===== src/verilog/fifo_pkg.sv =====
package fifo_pkg;

   localparam int data_width = 8;   // payload bits per entry.
   localparam int depth      = 4;
   localparam int ptr_width  = $clog2(depth);

   typedef logic [data_width-1:0] data_t;
   typedef logic [ptr_width-1:0]  ptr_t;   // wraps modulo the depth.
   typedef data_t [depth-1:0]     mem_t;

   // fixed encodings, so a state value reads the same in every dump.
   typedef enum logic [1:0] {
      empty       = 2'b00,
      going_full  = 2'b01,
      going_empty = 2'b10,
      full        = 2'b11
   } fifo_state_t;

   typedef struct packed {
      logic  valid;
      data_t data;
   } push_req_t;

   typedef struct packed {
      logic  valid;
      data_t data;
   } pop_resp_t;

endpackage


===== src/verilog/fifo_write_side.sv =====
`timescale 1ns/1ns

module fifo_write_side (
   input  logic                clk,
   input  logic                rst_n,
   input  fifo_pkg::push_req_t push,
   input  logic                write_ctr_en,
   input  logic                write_ctr_rst,
   output fifo_pkg::ptr_t      write_ptr,
   output fifo_pkg::mem_t      mem
);

   logic [fifo_pkg::depth-1:0] entry_we;   // one strobe per storage entry.
   fifo_pkg::ptr_t             write_ptr_inc;

   assign write_ptr_inc = write_ptr + 1'b1;   // rolls over to zero after the last entry.

   // write pointer counter.
   always_ff @(posedge clk) begin
      if (!rst_n || write_ctr_rst) begin
         write_ptr <= '0;
      end else if (write_ctr_en) begin
         write_ptr <= write_ptr_inc;
      end
   end

   // decode the granted push into a single entry strobe.
   always_comb begin
      entry_we = '0;
      if (write_ctr_en) begin
         entry_we[write_ptr] = 1'b1;
      end
   end

   // storage keeps its words across a counter reset.
   always_ff @(posedge clk) begin
      for (int i = 0; i < fifo_pkg::depth; i++) begin
         if (entry_we[i]) begin
            mem[i] <= push.data;
         end
      end
   end

endmodule


===== src/verilog/fifo_fsm_logic.sv =====
`timescale 1ns/1ns

module fifo_fsm_logic (
   input  logic           clk,
   input  logic           rst_n,
   input  logic           push_valid,
   input  logic           pop_ready,
   input  fifo_pkg::ptr_t read_ptr,
   input  fifo_pkg::ptr_t write_ptr,
   output logic           push_ready,
   output logic           pop_valid,
   output logic           write_ctr_en,
   output logic           read_ctr_en,
   output logic           write_ctr_rst,
   output logic           read_ctr_rst,
   output logic           err
);

   fifo_pkg::fifo_state_t state;
   fifo_pkg::fifo_state_t next_state;
   fifo_pkg::ptr_t        read_ptr_inc;
   fifo_pkg::ptr_t        write_ptr_inc;

   // the pointers after a one step advance, used to spot the last free or last used slot.
   assign read_ptr_inc  = read_ptr + 1'b1;
   assign write_ptr_inc = write_ptr + 1'b1;

   always_ff @(posedge clk) begin
      if (!rst_n) begin
         state <= fifo_pkg::empty;
      end else begin
         state <= next_state;
      end
   end

   always_comb begin
      push_ready    = 1'b0;
      pop_valid     = 1'b0;
      write_ctr_rst = 1'b0;
      read_ctr_rst  = 1'b0;
      err           = 1'b0;
      next_state    = state;
      case (state)
         fifo_pkg::empty: begin
            push_ready = 1'b1;   // nothing to pop, so only a push is granted.
            if (push_valid) begin
               next_state = fifo_pkg::going_full;
            end
         end
         fifo_pkg::going_full, fifo_pkg::going_empty: begin
            push_ready = 1'b1;
            pop_valid  = 1'b1;
            // a push with a pop keeps the occupancy, so the state holds.
            if (push_valid && !pop_ready) begin
               if (write_ptr_inc == read_ptr) begin
                  next_state = fifo_pkg::full;
               end else begin
                  next_state = fifo_pkg::going_full;
               end
            end else if (pop_ready && !push_valid) begin
               if (read_ptr_inc == write_ptr) begin
                  next_state = fifo_pkg::empty;
               end else begin
                  next_state = fifo_pkg::going_empty;
               end
            end
         end
         fifo_pkg::full: begin
            pop_valid = 1'b1;   // no room, so only a pop is granted.
            if (pop_ready) begin
               next_state = fifo_pkg::going_empty;
            end
         end
         default: begin
            // Recover from a corrupted state register by dropping the contents.
            err           = 1'b1;
            write_ctr_rst = 1'b1;
            read_ctr_rst  = 1'b1;
            next_state    = fifo_pkg::empty;
         end
      endcase
   end

   assign write_ctr_en = push_valid & push_ready;   // the granted push.
   assign read_ctr_en  = pop_ready & pop_valid;     // the granted pop.

endmodule


===== src/verilog/fifo_read_side.sv =====
`timescale 1ns/1ns

module fifo_read_side (
   input  logic                clk,
   input  logic                rst_n,
   input  fifo_pkg::mem_t      mem,
   input  logic                pop_valid,
   input  logic                read_ctr_en,
   input  logic                read_ctr_rst,
   output fifo_pkg::ptr_t      read_ptr,
   output fifo_pkg::pop_resp_t pop
);

   fifo_pkg::ptr_t  read_ptr_inc;
   fifo_pkg::data_t head_data;

   assign read_ptr_inc = read_ptr + 1'b1;

   // read pointer counter.
   always_ff @(posedge clk) begin
      if (!rst_n || read_ctr_rst) begin
         read_ptr <= '0;
      end else if (read_ctr_en) begin
         read_ptr <= read_ptr_inc;
      end
   end

   // the oldest word sits at the read pointer.
   always_comb begin
      head_data = '0;
      for (int i = 0; i < fifo_pkg::depth; i++) begin
         if (read_ptr == fifo_pkg::ptr_t'(i)) begin
            head_data = mem[i];
         end
      end
   end

   always_comb begin
      pop.valid = pop_valid;
      pop.data  = head_data;   // only meaningful while valid is high.
   end

endmodule


===== src/verilog/fifo_top.sv =====
`timescale 1ns/1ns

module fifo_top (
   input  logic                clk,
   input  logic                rst_n,
   input  fifo_pkg::push_req_t push,
   output logic                push_ready,
   output fifo_pkg::pop_resp_t pop,
   input  logic                pop_ready,
   output logic                err
);

   fifo_pkg::ptr_t write_ptr;
   fifo_pkg::ptr_t read_ptr;
   fifo_pkg::mem_t mem;
   logic           pop_valid;
   logic           write_ctr_en;
   logic           read_ctr_en;
   logic           write_ctr_rst;
   logic           read_ctr_rst;

   fifo_write_side u_write_side (
      .clk           (clk),
      .rst_n         (rst_n),
      .push          (push),
      .write_ctr_en  (write_ctr_en),
      .write_ctr_rst (write_ctr_rst),
      .write_ptr     (write_ptr),
      .mem           (mem)
   );

   fifo_fsm_logic u_fsm_logic (
      .clk           (clk),
      .rst_n         (rst_n),
      .push_valid    (push.valid),
      .pop_ready     (pop_ready),
      .read_ptr      (read_ptr),
      .write_ptr     (write_ptr),
      .push_ready    (push_ready),
      .pop_valid     (pop_valid),
      .write_ctr_en  (write_ctr_en),
      .read_ctr_en   (read_ctr_en),
      .write_ctr_rst (write_ctr_rst),
      .read_ctr_rst  (read_ctr_rst),
      .err           (err)
   );

   fifo_read_side u_read_side (
      .clk          (clk),
      .rst_n        (rst_n),
      .mem          (mem),
      .pop_valid    (pop_valid),
      .read_ctr_en  (read_ctr_en),
      .read_ctr_rst (read_ctr_rst),
      .read_ptr     (read_ptr),
      .pop          (pop)
   );

endmodule


===== config.mk =====
export PLATFORM = sky130hd
export DESIGN_NAME = fifo_top
export DESIGN_NICKNAME = d
export VERILOG_FILES = /design/src/verilog/fifo_pkg.sv /design/src/verilog/fifo_write_side.sv /design/src/verilog/fifo_fsm_logic.sv /design/src/verilog/fifo_read_side.sv /design/src/verilog/fifo_top.sv
export SDC_FILE = /design/constraint.sdc
export NUM_CORES = 1
export LEC_CHECK = 0
export ABC_AREA = 1
export ABC_CLOCK_PERIOD_IN_PS = 1400
export BUFFER_PORTS_ARGS = -buffer_cell sky130_fd_sc_hd__buf_2
export CAP_MARGIN = 20
export CORE_MARGIN = 4
export CORE_UTILIZATION = 45
export CTS_CLUSTER_SIZE = 24
export DETAILED_ROUTE_END_ITERATION = 10
export GPL_ROUTABILITY_DRIVEN = 0
export PLACE_DENSITY = 0.67
export SLEW_MARGIN = 20
export SYNTH_ARGS = -nofsm -noshare
export SYNTH_HDL_FRONTEND = slang
export SYNTH_SLANG_ARGS = --single-unit

===== constraint.sdc =====
create_clock -name clk -period 1.4 [get_ports clk]
set_input_delay 0.28 -clock clk [delete_from_list [all_inputs] [get_ports clk]]
set_output_delay 0.28 -clock clk [all_outputs]
set_load 0.01 [all_outputs]

==> flow_metrics.env <==
export IMPL_grt_max_degree=12
export IMPL_final_util_pct=61.83
export IMPL_synthCells=170
export IMPL_crit_fanout=8
export IMPL_first_pass_iters=4
export IMPL_num_rows=22
export IMPL_rsz0062_at_grt="true"
export IMPL_cts_buffer_depth=2
export IMPL_status="finished with violations"
export IMPL_clock_latency_ns=0.28
export IMPL_syn_area_per_cell_um2=10.51
export IMPL_post_route_drc_count=0
export IMPL_crit_chain="inv_4, ha_4, nor2_8, nand2_1, a21o_1, a21oi_2, buf_2"
export IMPL_final_nets=234
export IMPL_seq_area_frac_synth_pct=60.50
export IMPL_drive_above_1_share_pct=40.09
export IMPL_wl_per_cell_um=13.37
export IMPL_die_y_um=71.01
export IMPL_nFillCells=322
export IMPL_fin_skew_ns=0.002311
export IMPL_ys_ff_latch=38
export IMPL_report_power_total_mw=3.500
export IMPL_die_area_um2=5042
export IMPL_startpoint_type="flop"
export IMPL_htree_num_levels=2
export IMPL_numCtsBuffers=5
export IMPL_avgViaCountPerCell=4.858
export IMPL_dpl_cell_area_um2=2063
export IMPL_slowest_stage="dfxtp_2"
export IMPL_antenna_cells=0
export IMPL_fmax_mhz=553.0
export IMPL_hp_class="in2reg"
export IMPL_tritoncts="built"
export IMPL_grt_overflow_total=0
export IMPL_ios=23
export IMPL_cap_violations=0
export IMPL_root_buffer="clkbuf_8"
export IMPL_finalMaxSlewViolations=0
export IMPL_post_route_min_period_ns=1.808
export IMPL_required_ns=1.12
export IMPL_port_buffers=21
export IMPL_drtIter0Drc=72
export IMPL_violations="negative setup slack"
export IMPL_layout_area_overhead_vs_synth_pct=29.55
export IMPL_end_kind="output pin"
export IMPL_die_w_um=71.01
export IMPL_crit_type="reg2out"
export IMPL_ys_types=20
export IMPL_antenna_found_initial=0
export IMPL_place_inst=247
export IMPL_min_period_over_period_pct=129.2
export IMPL_syn_nets=193
export IMPL_hpwl_um=2416
export IMPL_hold_slack_ns=0.2127
export IMPL_grt_pass1_vias=1266
export IMPL_ant_nets=0
export IMPL_track_usage_pct=15.08
export IMPL_vias=1263
export IMPL_path_clk_slew_ns=0.07
export IMPL_final_area_um2=2315
export IMPL_tns_ns=-3.158
export IMPL_setup_viol=8
export IMPL_start_util_pct=47.73
export IMPL_fin_cells=260
export IMPL_hold_violations=0
export IMPL_place_ws_ns=-0.1936
export IMPL_multi_input_area_um2=695.7
export IMPL_irDropWorstVdd_uv=650.3
export IMPL_cts_sinks=38
export IMPL_power_density_nw_per_um2=1512
export IMPL_yosysWarnings=0
export IMPL_grt_first_pass_wirelength_um=5789
export IMPL_core_area_um2=3744
export IMPL_syn_area_um2=1787
export IMPL_critPathArrivalTime_ns=1.53
export IMPL_worst_slack_ns=-0.4084
export IMPL_finalWirelength_um=3477
export IMPL_max_stage_delay_ns=0.35
export IMPL_register_area_um2=1090
export IMPL_leakage_nw=0.9630
## Yosys cell counts (all sizes together)
cell / number / area [um2]
a21o: 8 / 60.06
a21oi: 22 / 110.1
buf: 6 / 41.28
conb: 1 / 3.750
dfxtp: 6 / 120.1
edfxtp: 32 / 960.9
ha: 11 / 137.6
inv: 22 / 82.58
nand2: 34 / 127.6
nand3: 4 / 20.02
nor2: 18 / 86.34
o21ai: 4 / 20.01
o21bai: 1 / 7.510
xor2: 1 / 8.760
## registers in the layout, summed over array words and instances, names as in the netlist
signal,flops
u_fsm_logic.state,2
u_read_side.read_ptr,2
u_write_side.mem,32
u_write_side.write_ptr,2
## power breakdown
group | switching (mW) | internal, mW
Clock | 0.350 | 0.397
Combinational | 0.713 | 0.660
Sequential | 0.0581 | 1.32
## kinds of logic (layout without fill, tap and decap cells)
kind of cell             after synthesis  after routing  synth area share (%)
XOR/XNOR                               1              1                0.4903
other                                  1              1                0.2099
AND/OR/NAND/NOR                       56             56                 13.10
buffers and inverters                 28             70                 6.932
AO/OA/AOI/OAI                         35             35                 11.06
adder cells (fa/ha/maj)               11             11                 7.703
flip-flops                            38             38                 60.50
## placed cells by master, fill, tap and decap left out, types with 2 or more instances in the layout
cell      instances
a21o_1            8
a21oi_1           9
a21oi_2          13
buf_12            2
buf_2            21
buf_4            13
buf_6             4
clkbuf_8          6
dfxtp_2           4
edfxtp_1         32
ha_1              5
ha_2              2
ha_4              4
inv_1            14
inv_2             5
inv_4             3
nand2_1          34
nand3_1           4
nor2_1           12
nor2_2            5
o21ai_0           3
## worst max-delay path: cells and delay by family, from the launching register on
kind | cells | cell delay (ns)
fa+ha+maj | 1 | 0.18
buf+inv | 2 | 0.18
simple gates | 2 | 0.23
flops | 1 | 0.35
compound gates | 2 | 0.29
## timing repair
item	4_1_cts	5_1_grt
buffers inserted	4	1
endpoints found under the setup margin	25	35
hold buffers	0	0
pin swaps	11	5
resized for setup	14	15
## final timing paths
path | slack (ns) | endpoint | startpoint | depth (start not counted)
worst min register to register | 0.51 | u_fsm_logic.state[1] | u_fsm_logic.state[1] | 2
worst max register to register | 0.07 | u_write_side.mem[13] | u_fsm_logic.state[0] | 5
worst max-delay path | -0.41 | pop[2] | u_read_side.read_ptr[1] | 7
worst min-delay path | 0.21 | u_write_side.mem[25] | push[1] | 1
## final cells by class
type	instances	share of cell area (%)
well taps	48	2.595
clock buffers	7	3.730
repair buffers	40	12.43
inverters	22	3.892
flip-flops and latches	38	47.08
multi-input cells	104	30.05
clock inverters	1	0.2162
## layer usage
layer	up-vias	GRT usage, %	part of all wire [%]
met5	-	0	0
met4	0	6.263	1.4
met3	6	4.119	4.9
met2	30	28.22	54
met1	582	15.70	40
li1	645	-	-
No activity file was read; power rests on OpenSTA's default activity.
